===== config.mk =====
export PLATFORM = sky130hd
export DESIGN_NAME = rv_decode_top
export DESIGN_NICKNAME = d
export VERILOG_FILES = /design/src/rtl/rv_ctrl_pkg.sv /design/src/rtl/rv_isa_pkg.sv /design/src/rtl/rv_decode_top.sv /design/src/rtl/rv_decoder.sv /design/src/rtl/rv_id_stage.sv /design/src/rtl/rv_regfile.sv
export VERILOG_INCLUDE_DIRS = /design/src /design/src/rtl
export SDC_FILE = /design/constraint.sdc
export NUM_CORES = 2
export LEC_CHECK = 0
export BUFFER_PORTS_ARGS = -buffer_cell sky130_fd_sc_hd__buf_2
export CELL_PAD_IN_SITES_DETAIL_PLACEMENT = 1
export CELL_PAD_IN_SITES_GLOBAL_PLACEMENT = 1
export CORE_MARGIN = 5
export CORE_UTILIZATION = 49
export CTS_BUF_LIST = sky130_fd_sc_hd__clkbuf_4
export CTS_CLUSTER_DIAMETER = 150
export DETAILED_ROUTE_END_ITERATION = 7
export PLACE_DENSITY_LB_ADDON = 0.1
export SLEW_MARGIN = 20
export SYNTH_ARGS = -nofsm -noshare
export SYNTH_HDL_FRONTEND = slang
export SYNTH_SLANG_ARGS = --single-unit

===== constraint.sdc =====
create_clock -name clk -period 5.2 [get_ports clk]
set_clock_uncertainty 0.2 [all_clocks]
set_input_delay 0.52 -clock clk [delete_from_list [all_inputs] [get_ports clk]]
set_output_delay 0.52 -clock clk [all_outputs]
set_load 0.01 [all_outputs]

===== src/rtl/rv_defs.svh =====
`ifndef RV_DEFS_SVH
`define RV_DEFS_SVH

// width of the integer data path and of addresses.
`define RV_XLEN 32

// number of architectural registers, x0 included.
`define RV_NREGS 32

// width of a register index.
`define RV_REG_AW 5

// value the PC field of the ID/EX register takes after reset.
`define RV_RESET_PC 32'h0000_0000

`endif


===== src/rtl/rv_ctrl_pkg.sv =====
package rv_ctrl_pkg;

    // operation the execute stage ALU performs.
    // ADD has code zero so that a bubble carries a harmless add.
    typedef enum logic [3:0] {
        ADD    = 4'd0,
        SUB    = 4'd1,
        SLL    = 4'd2,
        SLT    = 4'd3,
        SLTU   = 4'd4,
        XOR    = 4'd5,
        SRL    = 4'd6,
        SRA    = 4'd7,
        OR     = 4'd8,
        AND    = 4'd9,
        PASS_B = 4'd10
    } alu_op_e;

    // source of the value written back to rd.
    typedef enum logic [1:0] {
        WB_ALU = 2'd0,
        WB_MEM = 2'd1,
        WB_PC4 = 2'd2
    } wb_sel_e;

endpackage


===== src/rtl/rv_isa_pkg.sv =====
package rv_isa_pkg;

    // major opcodes of the supported RV32I subset.
    typedef enum logic [6:0] {
        OPC_LUI    = 7'b0110111,
        OPC_AUIPC  = 7'b0010111,
        OPC_JAL    = 7'b1101111,
        OPC_JALR   = 7'b1100111,
        OPC_BRANCH = 7'b1100011,
        OPC_LOAD   = 7'b0000011,
        OPC_STORE  = 7'b0100011,
        OPC_OPIMM  = 7'b0010011,
        OPC_OP     = 7'b0110011
    } opcode_e;

    // funct3 of the conditional branches.
    typedef enum logic [2:0] {
        BR_EQ  = 3'b000,
        BR_NE  = 3'b001,
        BR_LT  = 3'b100,
        BR_GE  = 3'b101,
        BR_LTU = 3'b110,
        BR_GEU = 3'b111
    } branch_f3_e;

    // funct3 of the register and immediate ALU instructions.
    typedef enum logic [2:0] {
        F3_ADD  = 3'b000,
        F3_SLL  = 3'b001,
        F3_SLT  = 3'b010,
        F3_SLTU = 3'b011,
        F3_XOR  = 3'b100,
        F3_SR   = 3'b101,
        F3_OR   = 3'b110,
        F3_AND  = 3'b111
    } alu_f3_e;

    // immediate layouts, R meaning no immediate.
    typedef enum logic [2:0] {FMT_R, FMT_I, FMT_S, FMT_B, FMT_U, FMT_J} imm_fmt_e;

endpackage


===== src/rtl/rv_decode_top.sv =====
`timescale 1ns/1ns
`include "rv_defs.svh"

module rv_decode_top
    import rv_ctrl_pkg::*;
(
    input  logic                  clk,
    input  logic                  rst_n,
    input  logic                  inst_valid_i,
    input  logic [`RV_XLEN-1:0]   inst_i,
    input  logic [`RV_XLEN-1:0]   pc_i,
    input  logic                  stall_i,
    input  logic                  flush_i,
    input  logic                  wb_wen_i,
    input  logic [`RV_REG_AW-1:0] wb_rd_i,
    input  logic [`RV_XLEN-1:0]   wb_data_i,
    output logic                  ex_valid_o,
    output logic [`RV_REG_AW-1:0] ex_rd_o,
    output logic [`RV_XLEN-1:0]   ex_rs1_data_o,
    output logic [`RV_XLEN-1:0]   ex_rs2_data_o,
    output logic [`RV_XLEN-1:0]   ex_imm_o,
    output logic [`RV_XLEN-1:0]   ex_pc_o,
    output alu_op_e               ex_alu_op_o,
    output logic                  ex_alu_src_o,
    output wb_sel_e               ex_wb_sel_o,
    output logic                  ex_mem_wen_o,
    output logic                  ex_mem_ren_o,
    output logic                  ex_reg_wen_o,
    output logic                  ex_jal_o,
    output logic                  ex_jalr_o,
    output logic                  illegal_o,
    output logic                  branch_taken_o,
    output logic [`RV_XLEN-1:0]   branch_target_o
);

    rv_id_stage u_id_stage (
        .clk             (clk),
        .rst_n           (rst_n),
        .inst_valid_i    (inst_valid_i),
        .inst_i          (inst_i),
        .pc_i            (pc_i),
        .stall_i         (stall_i),
        .flush_i         (flush_i),
        .wb_wen_i        (wb_wen_i),
        .wb_rd_i         (wb_rd_i),
        .wb_data_i       (wb_data_i),
        .ex_valid_o      (ex_valid_o),
        .ex_rd_o         (ex_rd_o),
        .ex_rs1_data_o   (ex_rs1_data_o),
        .ex_rs2_data_o   (ex_rs2_data_o),
        .ex_imm_o        (ex_imm_o),
        .ex_pc_o         (ex_pc_o),
        .ex_alu_op_o     (ex_alu_op_o),
        .ex_alu_src_o    (ex_alu_src_o),
        .ex_wb_sel_o     (ex_wb_sel_o),
        .ex_mem_wen_o    (ex_mem_wen_o),
        .ex_mem_ren_o    (ex_mem_ren_o),
        .ex_reg_wen_o    (ex_reg_wen_o),
        .ex_jal_o        (ex_jal_o),
        .ex_jalr_o       (ex_jalr_o),
        .illegal_o       (illegal_o),
        .branch_taken_o  (branch_taken_o),
        .branch_target_o (branch_target_o)
    );

endmodule


===== src/rtl/rv_decoder.sv =====
`timescale 1ns/1ns
`include "rv_defs.svh"

module rv_decoder
    import rv_isa_pkg::*;
    import rv_ctrl_pkg::*;
(
    input  logic [`RV_XLEN-1:0]   inst_i,
    output logic [`RV_REG_AW-1:0] rs1_o,
    output logic [`RV_REG_AW-1:0] rs2_o,
    output logic [`RV_REG_AW-1:0] rd_o,
    output logic [`RV_XLEN-1:0]   imm_o,
    output alu_op_e               alu_op_o,
    output logic                  alu_src_o,
    output wb_sel_e               wb_sel_o,
    output logic                  mem_wen_o,
    output logic                  mem_ren_o,
    output logic                  reg_wen_o,
    output logic                  jal_o,
    output logic                  jalr_o,
    output logic                  branch_o,
    output branch_f3_e            br_f3_o,
    output logic                  illegal_o
);

    opcode_e  opc;
    alu_f3_e  f3;
    imm_fmt_e fmt;

    // alt selects SUB over ADD and SRA over SRL.
    function automatic alu_op_e alu_from_f3(input alu_f3_e fn, input logic alt);
        alu_op_e op;
        case (fn)
            F3_ADD:  op = alt ? SUB : ADD;
            F3_SLL:  op = SLL;
            F3_SLT:  op = SLT;
            F3_SLTU: op = SLTU;
            F3_XOR:  op = XOR;
            F3_SR:   op = alt ? SRA : SRL;
            F3_OR:   op = OR;
            default: op = AND;
        endcase
        return op;
    endfunction

    assign opc     = opcode_e'(inst_i[6:0]);
    assign f3      = alu_f3_e'(inst_i[14:12]);
    assign rd_o    = inst_i[11:7];
    assign rs1_o   = inst_i[19:15];
    assign rs2_o   = inst_i[24:20];
    assign br_f3_o = branch_f3_e'(inst_i[14:12]);

    always_comb begin
        fmt       = FMT_R;
        alu_op_o  = ADD;
        alu_src_o = 1'b0;
        wb_sel_o  = WB_ALU;
        mem_wen_o = 1'b0;
        mem_ren_o = 1'b0;
        reg_wen_o = 1'b0;
        jal_o     = 1'b0;
        jalr_o    = 1'b0;
        branch_o  = 1'b0;
        illegal_o = 1'b0;
        case (opc)
            OPC_LUI: begin
                fmt       = FMT_U;
                alu_op_o  = PASS_B;
                alu_src_o = 1'b1;
                reg_wen_o = 1'b1;
            end
            OPC_AUIPC: begin
                fmt       = FMT_U;
                alu_src_o = 1'b1;
                reg_wen_o = 1'b1;
            end
            OPC_JAL: begin
                fmt       = FMT_J;
                wb_sel_o  = WB_PC4;
                reg_wen_o = 1'b1;
                jal_o     = 1'b1;
            end
            OPC_JALR: begin
                fmt       = FMT_I;
                alu_src_o = 1'b1;
                wb_sel_o  = WB_PC4;
                reg_wen_o = 1'b1;
                jalr_o    = 1'b1;
            end
            OPC_BRANCH: begin
                fmt      = FMT_B;
                alu_op_o = SUB;
                branch_o = 1'b1;
            end
            OPC_LOAD: begin
                fmt       = FMT_I;
                alu_src_o = 1'b1;
                wb_sel_o  = WB_MEM;
                mem_ren_o = 1'b1;
                reg_wen_o = 1'b1;
            end
            OPC_STORE: begin
                fmt       = FMT_S;
                alu_src_o = 1'b1;
                mem_wen_o = 1'b1;
            end
            OPC_OPIMM: begin
                // only the shifts look at bit 30, so ADDI never turns into SUB.
                fmt       = FMT_I;
                alu_op_o  = alu_from_f3(f3, (f3 == F3_SR) && inst_i[30]);
                alu_src_o = 1'b1;
                reg_wen_o = 1'b1;
            end
            OPC_OP: begin
                alu_op_o  = alu_from_f3(f3, inst_i[30]);
                reg_wen_o = 1'b1;
            end
            default: illegal_o = 1'b1;
        endcase
    end

    always_comb begin
        case (fmt)
            FMT_I:   imm_o = {{20{inst_i[31]}}, inst_i[31:20]};
            FMT_S:   imm_o = {{20{inst_i[31]}}, inst_i[31:25], inst_i[11:7]};
            FMT_B:   imm_o = {{19{inst_i[31]}}, inst_i[31], inst_i[7], inst_i[30:25],
                              inst_i[11:8], 1'b0};
            FMT_U:   imm_o = {inst_i[31:12], 12'b0};
            FMT_J:   imm_o = {{11{inst_i[31]}}, inst_i[31], inst_i[19:12], inst_i[20],
                              inst_i[30:21], 1'b0};
            default: imm_o = '0;
        endcase
    end

endmodule


===== src/rtl/rv_id_stage.sv =====
`timescale 1ns/1ns
`include "rv_defs.svh"

module rv_id_stage
    import rv_isa_pkg::*;
    import rv_ctrl_pkg::*;
(
    input  logic                  clk,
    input  logic                  rst_n,
    input  logic                  inst_valid_i,
    input  logic [`RV_XLEN-1:0]   inst_i,
    input  logic [`RV_XLEN-1:0]   pc_i,
    input  logic                  stall_i,
    input  logic                  flush_i,
    input  logic                  wb_wen_i,
    input  logic [`RV_REG_AW-1:0] wb_rd_i,
    input  logic [`RV_XLEN-1:0]   wb_data_i,
    output logic                  ex_valid_o,
    output logic [`RV_REG_AW-1:0] ex_rd_o,
    output logic [`RV_XLEN-1:0]   ex_rs1_data_o,
    output logic [`RV_XLEN-1:0]   ex_rs2_data_o,
    output logic [`RV_XLEN-1:0]   ex_imm_o,
    output logic [`RV_XLEN-1:0]   ex_pc_o,
    output alu_op_e               ex_alu_op_o,
    output logic                  ex_alu_src_o,
    output wb_sel_e               ex_wb_sel_o,
    output logic                  ex_mem_wen_o,
    output logic                  ex_mem_ren_o,
    output logic                  ex_reg_wen_o,
    output logic                  ex_jal_o,
    output logic                  ex_jalr_o,
    output logic                  illegal_o,
    output logic                  branch_taken_o,
    output logic [`RV_XLEN-1:0]   branch_target_o
);

    logic [`RV_REG_AW-1:0] dec_rs1, dec_rs2, dec_rd;
    logic [`RV_XLEN-1:0]   dec_imm;
    alu_op_e               dec_alu_op;
    wb_sel_e               dec_wb_sel;
    branch_f3_e            dec_br_f3;
    logic                  dec_alu_src, dec_mem_wen, dec_mem_ren, dec_reg_wen;
    logic                  dec_jal, dec_jalr, dec_branch, dec_illegal;
    logic [`RV_XLEN-1:0]   rs1_data, rs2_data;
    logic                  cmp_true;
    logic [`RV_XLEN-1:0]   tgt_sum;
    logic                  load_ctrl;

    rv_decoder u_decoder (
        .inst_i    (inst_i),
        .rs1_o     (dec_rs1),
        .rs2_o     (dec_rs2),
        .rd_o      (dec_rd),
        .imm_o     (dec_imm),
        .alu_op_o  (dec_alu_op),
        .alu_src_o (dec_alu_src),
        .wb_sel_o  (dec_wb_sel),
        .mem_wen_o (dec_mem_wen),
        .mem_ren_o (dec_mem_ren),
        .reg_wen_o (dec_reg_wen),
        .jal_o     (dec_jal),
        .jalr_o    (dec_jalr),
        .branch_o  (dec_branch),
        .br_f3_o   (dec_br_f3),
        .illegal_o (dec_illegal)
    );

    rv_regfile u_regfile (
        .clk      (clk),
        .rst_n    (rst_n),
        .rs1_i    (dec_rs1),
        .rs2_i    (dec_rs2),
        .wen_i    (wb_wen_i),
        .rd_i     (wb_rd_i),
        .wdata_i  (wb_data_i),
        .rdata1_o (rs1_data),
        .rdata2_o (rs2_data)
    );

    always_comb begin
        case (dec_br_f3)
            BR_EQ:   cmp_true = (rs1_data == rs2_data);
            BR_NE:   cmp_true = (rs1_data != rs2_data);
            BR_LT:   cmp_true = ($signed(rs1_data) < $signed(rs2_data));
            BR_GE:   cmp_true = ($signed(rs1_data) >= $signed(rs2_data));
            BR_LTU:  cmp_true = (rs1_data < rs2_data);
            BR_GEU:  cmp_true = (rs1_data >= rs2_data);
            default: cmp_true = 1'b0;
        endcase
    end

    // one adder serves both targets, JALR swaps the base and drops bit 0.
    assign tgt_sum         = (dec_jalr ? rs1_data : pc_i) + dec_imm;
    assign branch_target_o = {tgt_sum[`RV_XLEN-1:1], tgt_sum[0] & ~dec_jalr};
    assign branch_taken_o  = inst_valid_i && !stall_i &&
                             (dec_jal || dec_jalr || (dec_branch && cmp_true));

    // control only loads a live instruction, anything else leaves a bubble.
    assign load_ctrl = inst_valid_i && !flush_i;

    always_ff @(posedge clk or negedge rst_n) begin
        if (!rst_n) begin
            ex_valid_o   <= 1'b0;
            ex_alu_op_o  <= ADD;
            ex_alu_src_o <= 1'b0;
            ex_wb_sel_o  <= WB_ALU;
            ex_mem_wen_o <= 1'b0;
            ex_mem_ren_o <= 1'b0;
            ex_reg_wen_o <= 1'b0;
            ex_jal_o     <= 1'b0;
            ex_jalr_o    <= 1'b0;
            illegal_o    <= 1'b0;
            ex_pc_o      <= `RV_RESET_PC;
        end else if (!stall_i) begin
            // an illegal opcode travels as an invalid slot that carries its flag.
            ex_valid_o   <= load_ctrl && !dec_illegal;
            ex_alu_op_o  <= load_ctrl ? dec_alu_op : ADD;
            ex_alu_src_o <= load_ctrl && dec_alu_src;
            ex_wb_sel_o  <= load_ctrl ? dec_wb_sel : WB_ALU;
            ex_mem_wen_o <= load_ctrl && dec_mem_wen;
            ex_mem_ren_o <= load_ctrl && dec_mem_ren;
            ex_reg_wen_o <= load_ctrl && dec_reg_wen;
            ex_jal_o     <= load_ctrl && dec_jal;
            ex_jalr_o    <= load_ctrl && dec_jalr;
            illegal_o    <= load_ctrl && dec_illegal;
            ex_pc_o      <= pc_i;
        end
    end

    always_ff @(posedge clk) begin
        if (!stall_i) begin
            ex_rd_o       <= dec_rd;
            ex_rs1_data_o <= rs1_data;
            ex_rs2_data_o <= rs2_data;
            ex_imm_o      <= dec_imm;
        end
    end

endmodule


===== src/rtl/rv_regfile.sv =====
`timescale 1ns/1ns
`include "rv_defs.svh"

module rv_regfile (
    input  logic                  clk,
    input  logic                  rst_n,
    input  logic [`RV_REG_AW-1:0] rs1_i,
    input  logic [`RV_REG_AW-1:0] rs2_i,
    input  logic                  wen_i,
    input  logic [`RV_REG_AW-1:0] rd_i,
    input  logic [`RV_XLEN-1:0]   wdata_i,
    output logic [`RV_XLEN-1:0]   rdata1_o,
    output logic [`RV_XLEN-1:0]   rdata2_o
);

    // x0 has no storage, it is decoded as zero on the read side.
    logic [`RV_XLEN-1:0] regs [1:`RV_NREGS-1];
    logic                wr_hit;

    assign wr_hit = wen_i && (rd_i != '0);

    always_ff @(posedge clk or negedge rst_n) begin
        if (!rst_n) begin
            for (int i = 1; i < `RV_NREGS; i++) begin
                regs[i] <= '0;
            end
        end else if (wr_hit) begin
            regs[rd_i] <= wdata_i;
        end
    end

    // a write in flight to the same register is forwarded to the reader.
    always_comb begin
        if (rs1_i == '0) begin
            rdata1_o = '0;
        end else if (wr_hit && (rd_i == rs1_i)) begin
            rdata1_o = wdata_i;
        end else begin
            rdata1_o = regs[rs1_i];
        end
        if (rs2_i == '0) begin
            rdata2_o = '0;
        end else if (wr_hit && (rd_i == rs2_i)) begin
            rdata2_o = wdata_i;
        end else begin
            rdata2_o = regs[rs2_i];
        end
    end

endmodule


# [Word-level counts from Yosys, hierarchy flattened]
# Index checks and enable logic that the tools add are counted.
[word_totals] regBits=1139 elab_cells=151 output_inout_bits=180 input_bits=107
[op_classes] n_reduce_logical=31 n_addsub=1 n_eq_ne=25 bitwise_logic=5 n_mux=35 magnitude_cmp=8
[op_table] cell="$bwmux W992" count=1
[op_table] cell="$bmux W32 S5" count=2
[op_table] cell="$mux W32" count=10
[op_table] cell="$demux W32 S5" count=1
[op_table] cell="$pmux W32 S5" count=1
[op_table] cell="$ge A32 B32 Y1" count=2
[op_table] cell="$lt A32 B32 Y1" count=2
[op_table] cell="$pmux W4 S7" count=2
[op_table] cell="$add A32 B32 Y32" count=1
[op_table] cell="$eq A32 B32 Y1" count=1
[op_table] cell="$ne A32 B32 Y1" count=1
[op_table] cell="$eq A7 B6 Y1 const B" count=3
[op_table] cell="$eq A7 B7 Y1 const B" count=3
[op_table] cell="$eq A3 B3 Y1 const B" count=6
[op_table] cell="$ge A6 B6 Y1 const B" count=3
[op_table] cell="$not A5 Y6" count=3
[op_table] cell="$logic_and A1 B1 Y1" count=17
[op_table] cell="$pmux W4 S4" count=1
[op_table] cell="$pmux W3 S5" count=1
[op_table] cell="$eq A7 B5 Y1 const B" count=2
[op_table] cell="$eq A3 B2 Y1 const B" count=4
[op_table] cell="$mux W1" count=12
[op_table] cell="$eq A5 B5 Y1" count=2
[op_table] cell="$logic_not A5 Y1" count=2
[op_table] cell="other kinds (18)" count=22

# [Logic depth before layout (Yosys ltp)]
[logic_depth] depth_word=11 mapped_depth=22 ltp_nobuf=19

# [Cells and area by module]
# A second synthesis with hierarchy kept.
[hier_totals] hier_cells=4387 area_unflattened_um2=62251.0
[by_module_without_submodules] module="rv_regfile" seq_area_each_um2=24823.8 area_per_inst_um2=53822.9 cells_each=3688 n_inst=1
[by_module_without_submodules] module="rv_id_stage" seq_area_each_um2=4184.0 area_per_inst_um2=7566.0 cells_each=580 n_inst=1
[by_module_without_submodules] module="rv_decoder" seq_area_each_um2=0.0 area_per_inst_um2=862.1 cells_each=119 n_inst=1

# [Worst setup path before layout]
# Ideal clock, no wire load.
[synth_timing] path_kind="input to output" start="input inst_i[15]" end="output branch_target_o[30]" path_buffers=4 cell_stages=19 t_required_ns=4.480 slack_ns=-0.271 arrival_time_ns=4.751 path_cell_list="buf_6 > buf_6 > buf_2 > mux4_2 > mux4_2 > mux2i_1 > a21oi_1 > mux2_2 > ha_1 > clkbuf_2 > nand2_1 > o21ai_0 > a41oi_1 > o21ai_0 > o211ai_1 > nand3b_1 > a21oi_1 > or2_2 > o311ai_0"
[synth_between] elab_chain_len=8 elab_cells_between_ends=12 classes_between="add/sub (1); eq/ne (1); mux (7); bitwise (1); reduce/logical (2)"
[synth_rtl] element="start: declaration" line_no="rv_decode_top.sv:10" rtl="input logic [`RV_XLEN-1:0] inst_i,"
[synth_rtl] element="$not A5 Y6 (not written as such)" line_no="rv_regfile.sv:39" rtl="rdata1_o = regs[rs1_i];"
[synth_rtl] element="$bmux W32 S5" line_no="rv_regfile.sv:39"
[synth_rtl] element="$mux W32 (not written as such) (2 in a row)" line_no="rv_regfile.sv:39"
[synth_rtl] element="$mux W32" line_no="rv_regfile.sv:36" rtl="end else if (wr_hit && (rd_i == rs1_i)) begin"
[synth_rtl] element="$mux W32 *" line_no="rv_regfile.sv:34" rtl="if (rs1_i == '0) begin"
[synth_rtl] element="via u_id_stage.rs1_data[8]" line_no="rv_id_stage.sv:44" rtl="logic [`RV_XLEN-1:0] rs1_data, rs2_data;"
[synth_rtl] element="$mux W32 *" line_no="rv_id_stage.sv:93" rtl="assign tgt_sum = (dec_jalr ? rs1_data : pc_i) + dec_imm;"
[synth_rtl] element="$add A32 B32 Y32 *" line_no="rv_id_stage.sv:93"
[synth_rtl] element="end: declaration" line_no="rv_decode_top.sv:33" rtl="output logic [`RV_XLEN-1:0] branch_target_o"
# The timed path passes the listed nets; every way through them passes the cells marked *. The select of a mux whose other input is x is not followed.

# [Worst setup path after layout]
[layout_timing] start="register u_id_stage.u_regfile.regs[50] (netlist bit)" end="output branch_target_o[24]"
[layout_between] elab_chain_len=7
[layout_rtl] element="start: declaration" line_no="rv_regfile.sv:17" rtl="logic [`RV_XLEN-1:0] regs [1:`RV_NREGS-1];"
[layout_rtl] element="start signal: indexed assignment" line_no="rv_regfile.sv:28" rtl="regs[rd_i] <= wdata_i;"
[layout_rtl] element="$bmux W32 S5" line_no="rv_regfile.sv:39"
[layout_rtl] element="$mux W32 (not written as such) (2 in a row)" line_no="rv_regfile.sv:39"
[layout_rtl] element="$mux W32" line_no="rv_regfile.sv:36"
[layout_rtl] element="$mux W32" line_no="rv_regfile.sv:34"
[layout_rtl] element="via u_id_stage.rs1_data[18]" line_no="rv_id_stage.sv:44"
[layout_rtl] element="$mux W32" line_no="rv_id_stage.sv:93"
[layout_rtl] element="$add A32 B32 Y32" line_no="rv_id_stage.sv:93"
# The timed path passes the listed nets, and every way through them passes these cells. The select of a mux whose other input is x is not followed.

==> results.json <==
{
  "setup_ws_ns": -1.52,
  "ff2ff_path_depth": 8,
  "clk_latency_ns": 1.34,
  "io_buffers": 286,
  "nets": 5297,
  "syn_area_mm2": 0.0615,
  "min-delay-start": "inst_i[18]",
  "detail-route-antenna-nets": 0,
  "drt_pass1_iterations": 6,
  "clkTransAtPathRegs_ns": 0.08,
  "multi_input_area_mm2": 0.0318,
  "dpl_worst_slack_ns": -1.13,
  "tightest_slew_ns": 1.14,
  "start_util": 0.491,
  "critical_path_depth": 17,
  "postLayoutCellArea_mm2": 0.0768,
  "netlist_instances": 4040,
  "slowest_stage": "mux4_2",
  "yosysTopAreaCellShare": 0.422,
  "synth_common_cells": "mux2_2 (1095), dfrtp_1 (1037), mux4_2 (573)",
  "violations": "negative setup slack",
  "yosys.area.top_type": "dfrtp_1",
  "critPathArrivalTime_ns": 6.00,
  "ys_warn_count": 0,
  "power_leakage_uw": 0.0346,
  "post-route-period-util": 1.29,
  "antenna_found_initial": 18,
  "drc": 0,
  "setup_violations": 28,
  "core_area_mm2": 0.125,
  "ff2ff_setup_slack_ns": 2.09,
  "instances_no_fill": 7024,
  "cts_tree": "yes",
  "drv_cap": 0,
  "die_x_um": 364,
  "synth_area_leaders": "dfrtp_1 (42%), mux4_2 (21%), mux2_2 (20%)",
  "dp.cells": 6155,
  "crit_fanout": 6,
  "dp_hpwl_mm": 136,
  "finalHoldViolCount": 0,
  "drv_slew": 0,
  "fillers": 11700,
  "ys_seq_elements": 1138,
  "timing.fmax_mhz": 149,
  "yosysMostFrequentCell": "mux2_2",
  "fp-row-count": 130,
  "path_delay_family": "compound AO/OA/AOI/OAI gates",
  "syn_nets": 4211,
  "cts.sinks": 1138,
  "ios": 287,
  "path_cells": "mux4_2 > mux4_2 > mux2i_1 > a21oi_1 > buf_4 > mux2_2 > ha_1 > buf_4 > o21a_1 > o21ai_0 > inv_1 > o21ai_0 > a31oi_4 > o41ai_2 > buf_4 > xnor2_4 > buf_2",
  "synthDistinctLibCells": 75,
  "grt_max_degree": 124,
  "placed_area_mm2": 0.0691,
  "cts.htree.levels": 5,
  "wl_per_cell_um": 33.6,
  "critPathKind": "flop to output pin",
  "synthArstFlopShare": 0.911,
  "avgSynthCellArea_um2": 15.2,
  "holdWs_ns": 0.0496,
  "worstSetupEndpointType": "output pin",
  "cts.path.max_buffers": 4,
  "path_common_cell": "buf_4",
  "root_buffer": "clkbuf_4",
  "via_count": 45400,
  "synth-main-ff-cell": "dfrtp_1",
  "cp_num_buf_inv": 5,
  "status": "complete, but fails checks",
  "die_h_um": 364,
  "yosysSeqAreaShare": 0.471,
  "die_area_mm2": 0.133,
  "drtIter0Drc": 4302,
  "synth-edff-count": 101,
  "drive_above_1_share": 0.603,
  "drt_wl_total_mm": 236,
  "power_density_mw_per_mm2": 362,
  "hold_end": "u_id_stage.ex_rs1_data_o[11]",
  "cpPeakStageDelay_ns": 0.50,
  "worstHoldPathType": "input port to flop",
  "gp_congestion": 0.886,
  "reg2reg_to": "u_id_stage.ex_rs2_data_o[20]",
  "critPathRequiredTime_ns": 4.48,
  "numCtsBuffers": 332,
  "fin_util": 0.614,
  "start_kind": "flop",
  "relSlewSlack": 0.238,
  "grt_pass1_vias": 49200,
  "grt_first_pass_wirelength_mm": 341,
  "layout_min_cycle_time_ns": 6.72,
  "rsz0062_at_grt": "true",
  "via_per_inst": 6.46,
  "whs_path_depth": 5,
  "grtUsageTotal": 0.351,
  "peakVddDrop_mv": 0.266,
  "seq_area_mm2": 0.0290,
  "area_growth_pct": 24.9,
  "grt_overflow": 0,
  "crit-reg2reg-launch": "u_id_stage.u_regfile.regs[148]"
}
report_power, final:
| group | total [uW] | internal [uW] | switching [uW] |
|---|---|---|---|
| Clock | 8590 | 4460 | 4130 |
| Combinational | 7360 | 4280 | 3090 |
| Sequential | 11900 | 10700 | 1210 |
| Total | 27800 | 19400 | 8430 |
cells by family (layout without fill, tap and decap cells):
| kind of cell | Yosys count | after routing | synth area share |
|---|---|---|---|
| mux | 1762 | 1762 | 0.426 |
| flops | 1138 | 1138 | 0.471 |
| buf+inv | 443 | 1764 | 0.0289 |
| compound gates | 306 | 306 | 0.0339 |
| simple gates | 297 | 297 | 0.0229 |
| fa+ha+maj | 64 | 64 | 0.0131 |
| xor+xnor | 30 | 30 | 0.00427 |
| other cells | 0 | 13 | 0 |
layout make-up:
cell class	count	share of cell area
multi-input cells	2459	0.414
flip-flops and latches	1138	0.377
repair buffers	1147	0.126
clock buffers	501	0.0489
well taps	1650	0.0269
clock inverters	68	0.00410
inverters	48	0.00241
diodes	13	0.000423
per-layer routing:
metal / global-route usage / up-vias / part of all wire
met4: 0.145 / 10 / 0.047
met5: 0 / - / 0.00026
met2: 0.549 / 2289 / 0.46
met3: 0.0831 / 614 / 0.084
met1: 0.478 / 24500 / 0.41
li1: - / 18000 / -
cell usage in the layout (no fill, tap or decap), types with 10 or more instances in the layout:
cell type	count
nor2_4	21
clkbuf_4	501
buf_6	19
dfrtp_1	1037
nand4_1	11
dlygate4sd3_1	251
mux2_1	22
nor2b_1	14
xnor2_2	10
a21oi_1	70
edfxtp_1	101
buf_12	77
mux2i_1	63
inv_1	45
nand2_1	45
ha_1	53
mux4_2	573
a21oi_2	24
xnor2_1	12
nor2_1	98
a21o_1	43
mux2_2	1090
buf_4	521
buf_2	272
clkinv_1	59
o21ai_0	27
diode_2	13
a22o_1	66
nand3_1	16
per-stage QoR:
step                      setup TNS [ns]  total power (uW)
after floorplan                        0             15900
after global placement            -16.17             18500
after detailed placement          -16.36             18800
after CTS                         -29.33             27700
after global routing              -36.23             29100
final                             -31.18             27800
flip-flops by register name, indices dropped and copies added (netlist names), 2 cells and up:
name                       cells
u_id_stage.ex_alu_op_o         4
u_id_stage.ex_imm_o           32
u_id_stage.ex_pc_o            32
u_id_stage.ex_rd_o             5
u_id_stage.ex_rs1_data_o      32
u_id_stage.ex_rs2_data_o      32
u_id_stage.ex_wb_sel_o         2
u_id_stage.u_regfile.regs    992
repair_timing:
| item | CTS | global route |
|---|---|---|
| pin swaps | 49 | 50 |
| endpoints found under the setup margin | 30 | 29 |
| resized for setup | 110 | 74 |
| setup buffers | 27 | 19 |
| hold buffers | 254 | 0 |
| hold endpoints to repair | 2174 | 0 |
worst max path at each step:
stage                                         from             endpoint  slack (ns)
finish               u_id_stage.u_regfile.regs[50]  branch_target_o[24]       -1.52
global route        u_id_stage.u_regfile.regs[648]  branch_target_o[31]       -1.63
CTS                 u_id_stage.u_regfile.regs[620]  branch_target_o[31]       -1.45
detailed placement                      inst_i[15]       branch_taken_o       -1.13
global placement                        inst_i[15]       branch_taken_o       -1.41
floorplan                               inst_i[17]  branch_target_o[30]       0.002
worst register-to-register path: cells and delay by family, from the launching register on:
| family | cells | cell delay, ns |
|---|---|---|
| flops | 1 | 0.39 |
| compound gates | 1 | 0.29 |
| simple gates | 1 | 0.05 |
| mux | 3 | 1.15 |
| buf+inv | 3 | 0.79 |
No activity file was read; power rests on OpenSTA's default activity.
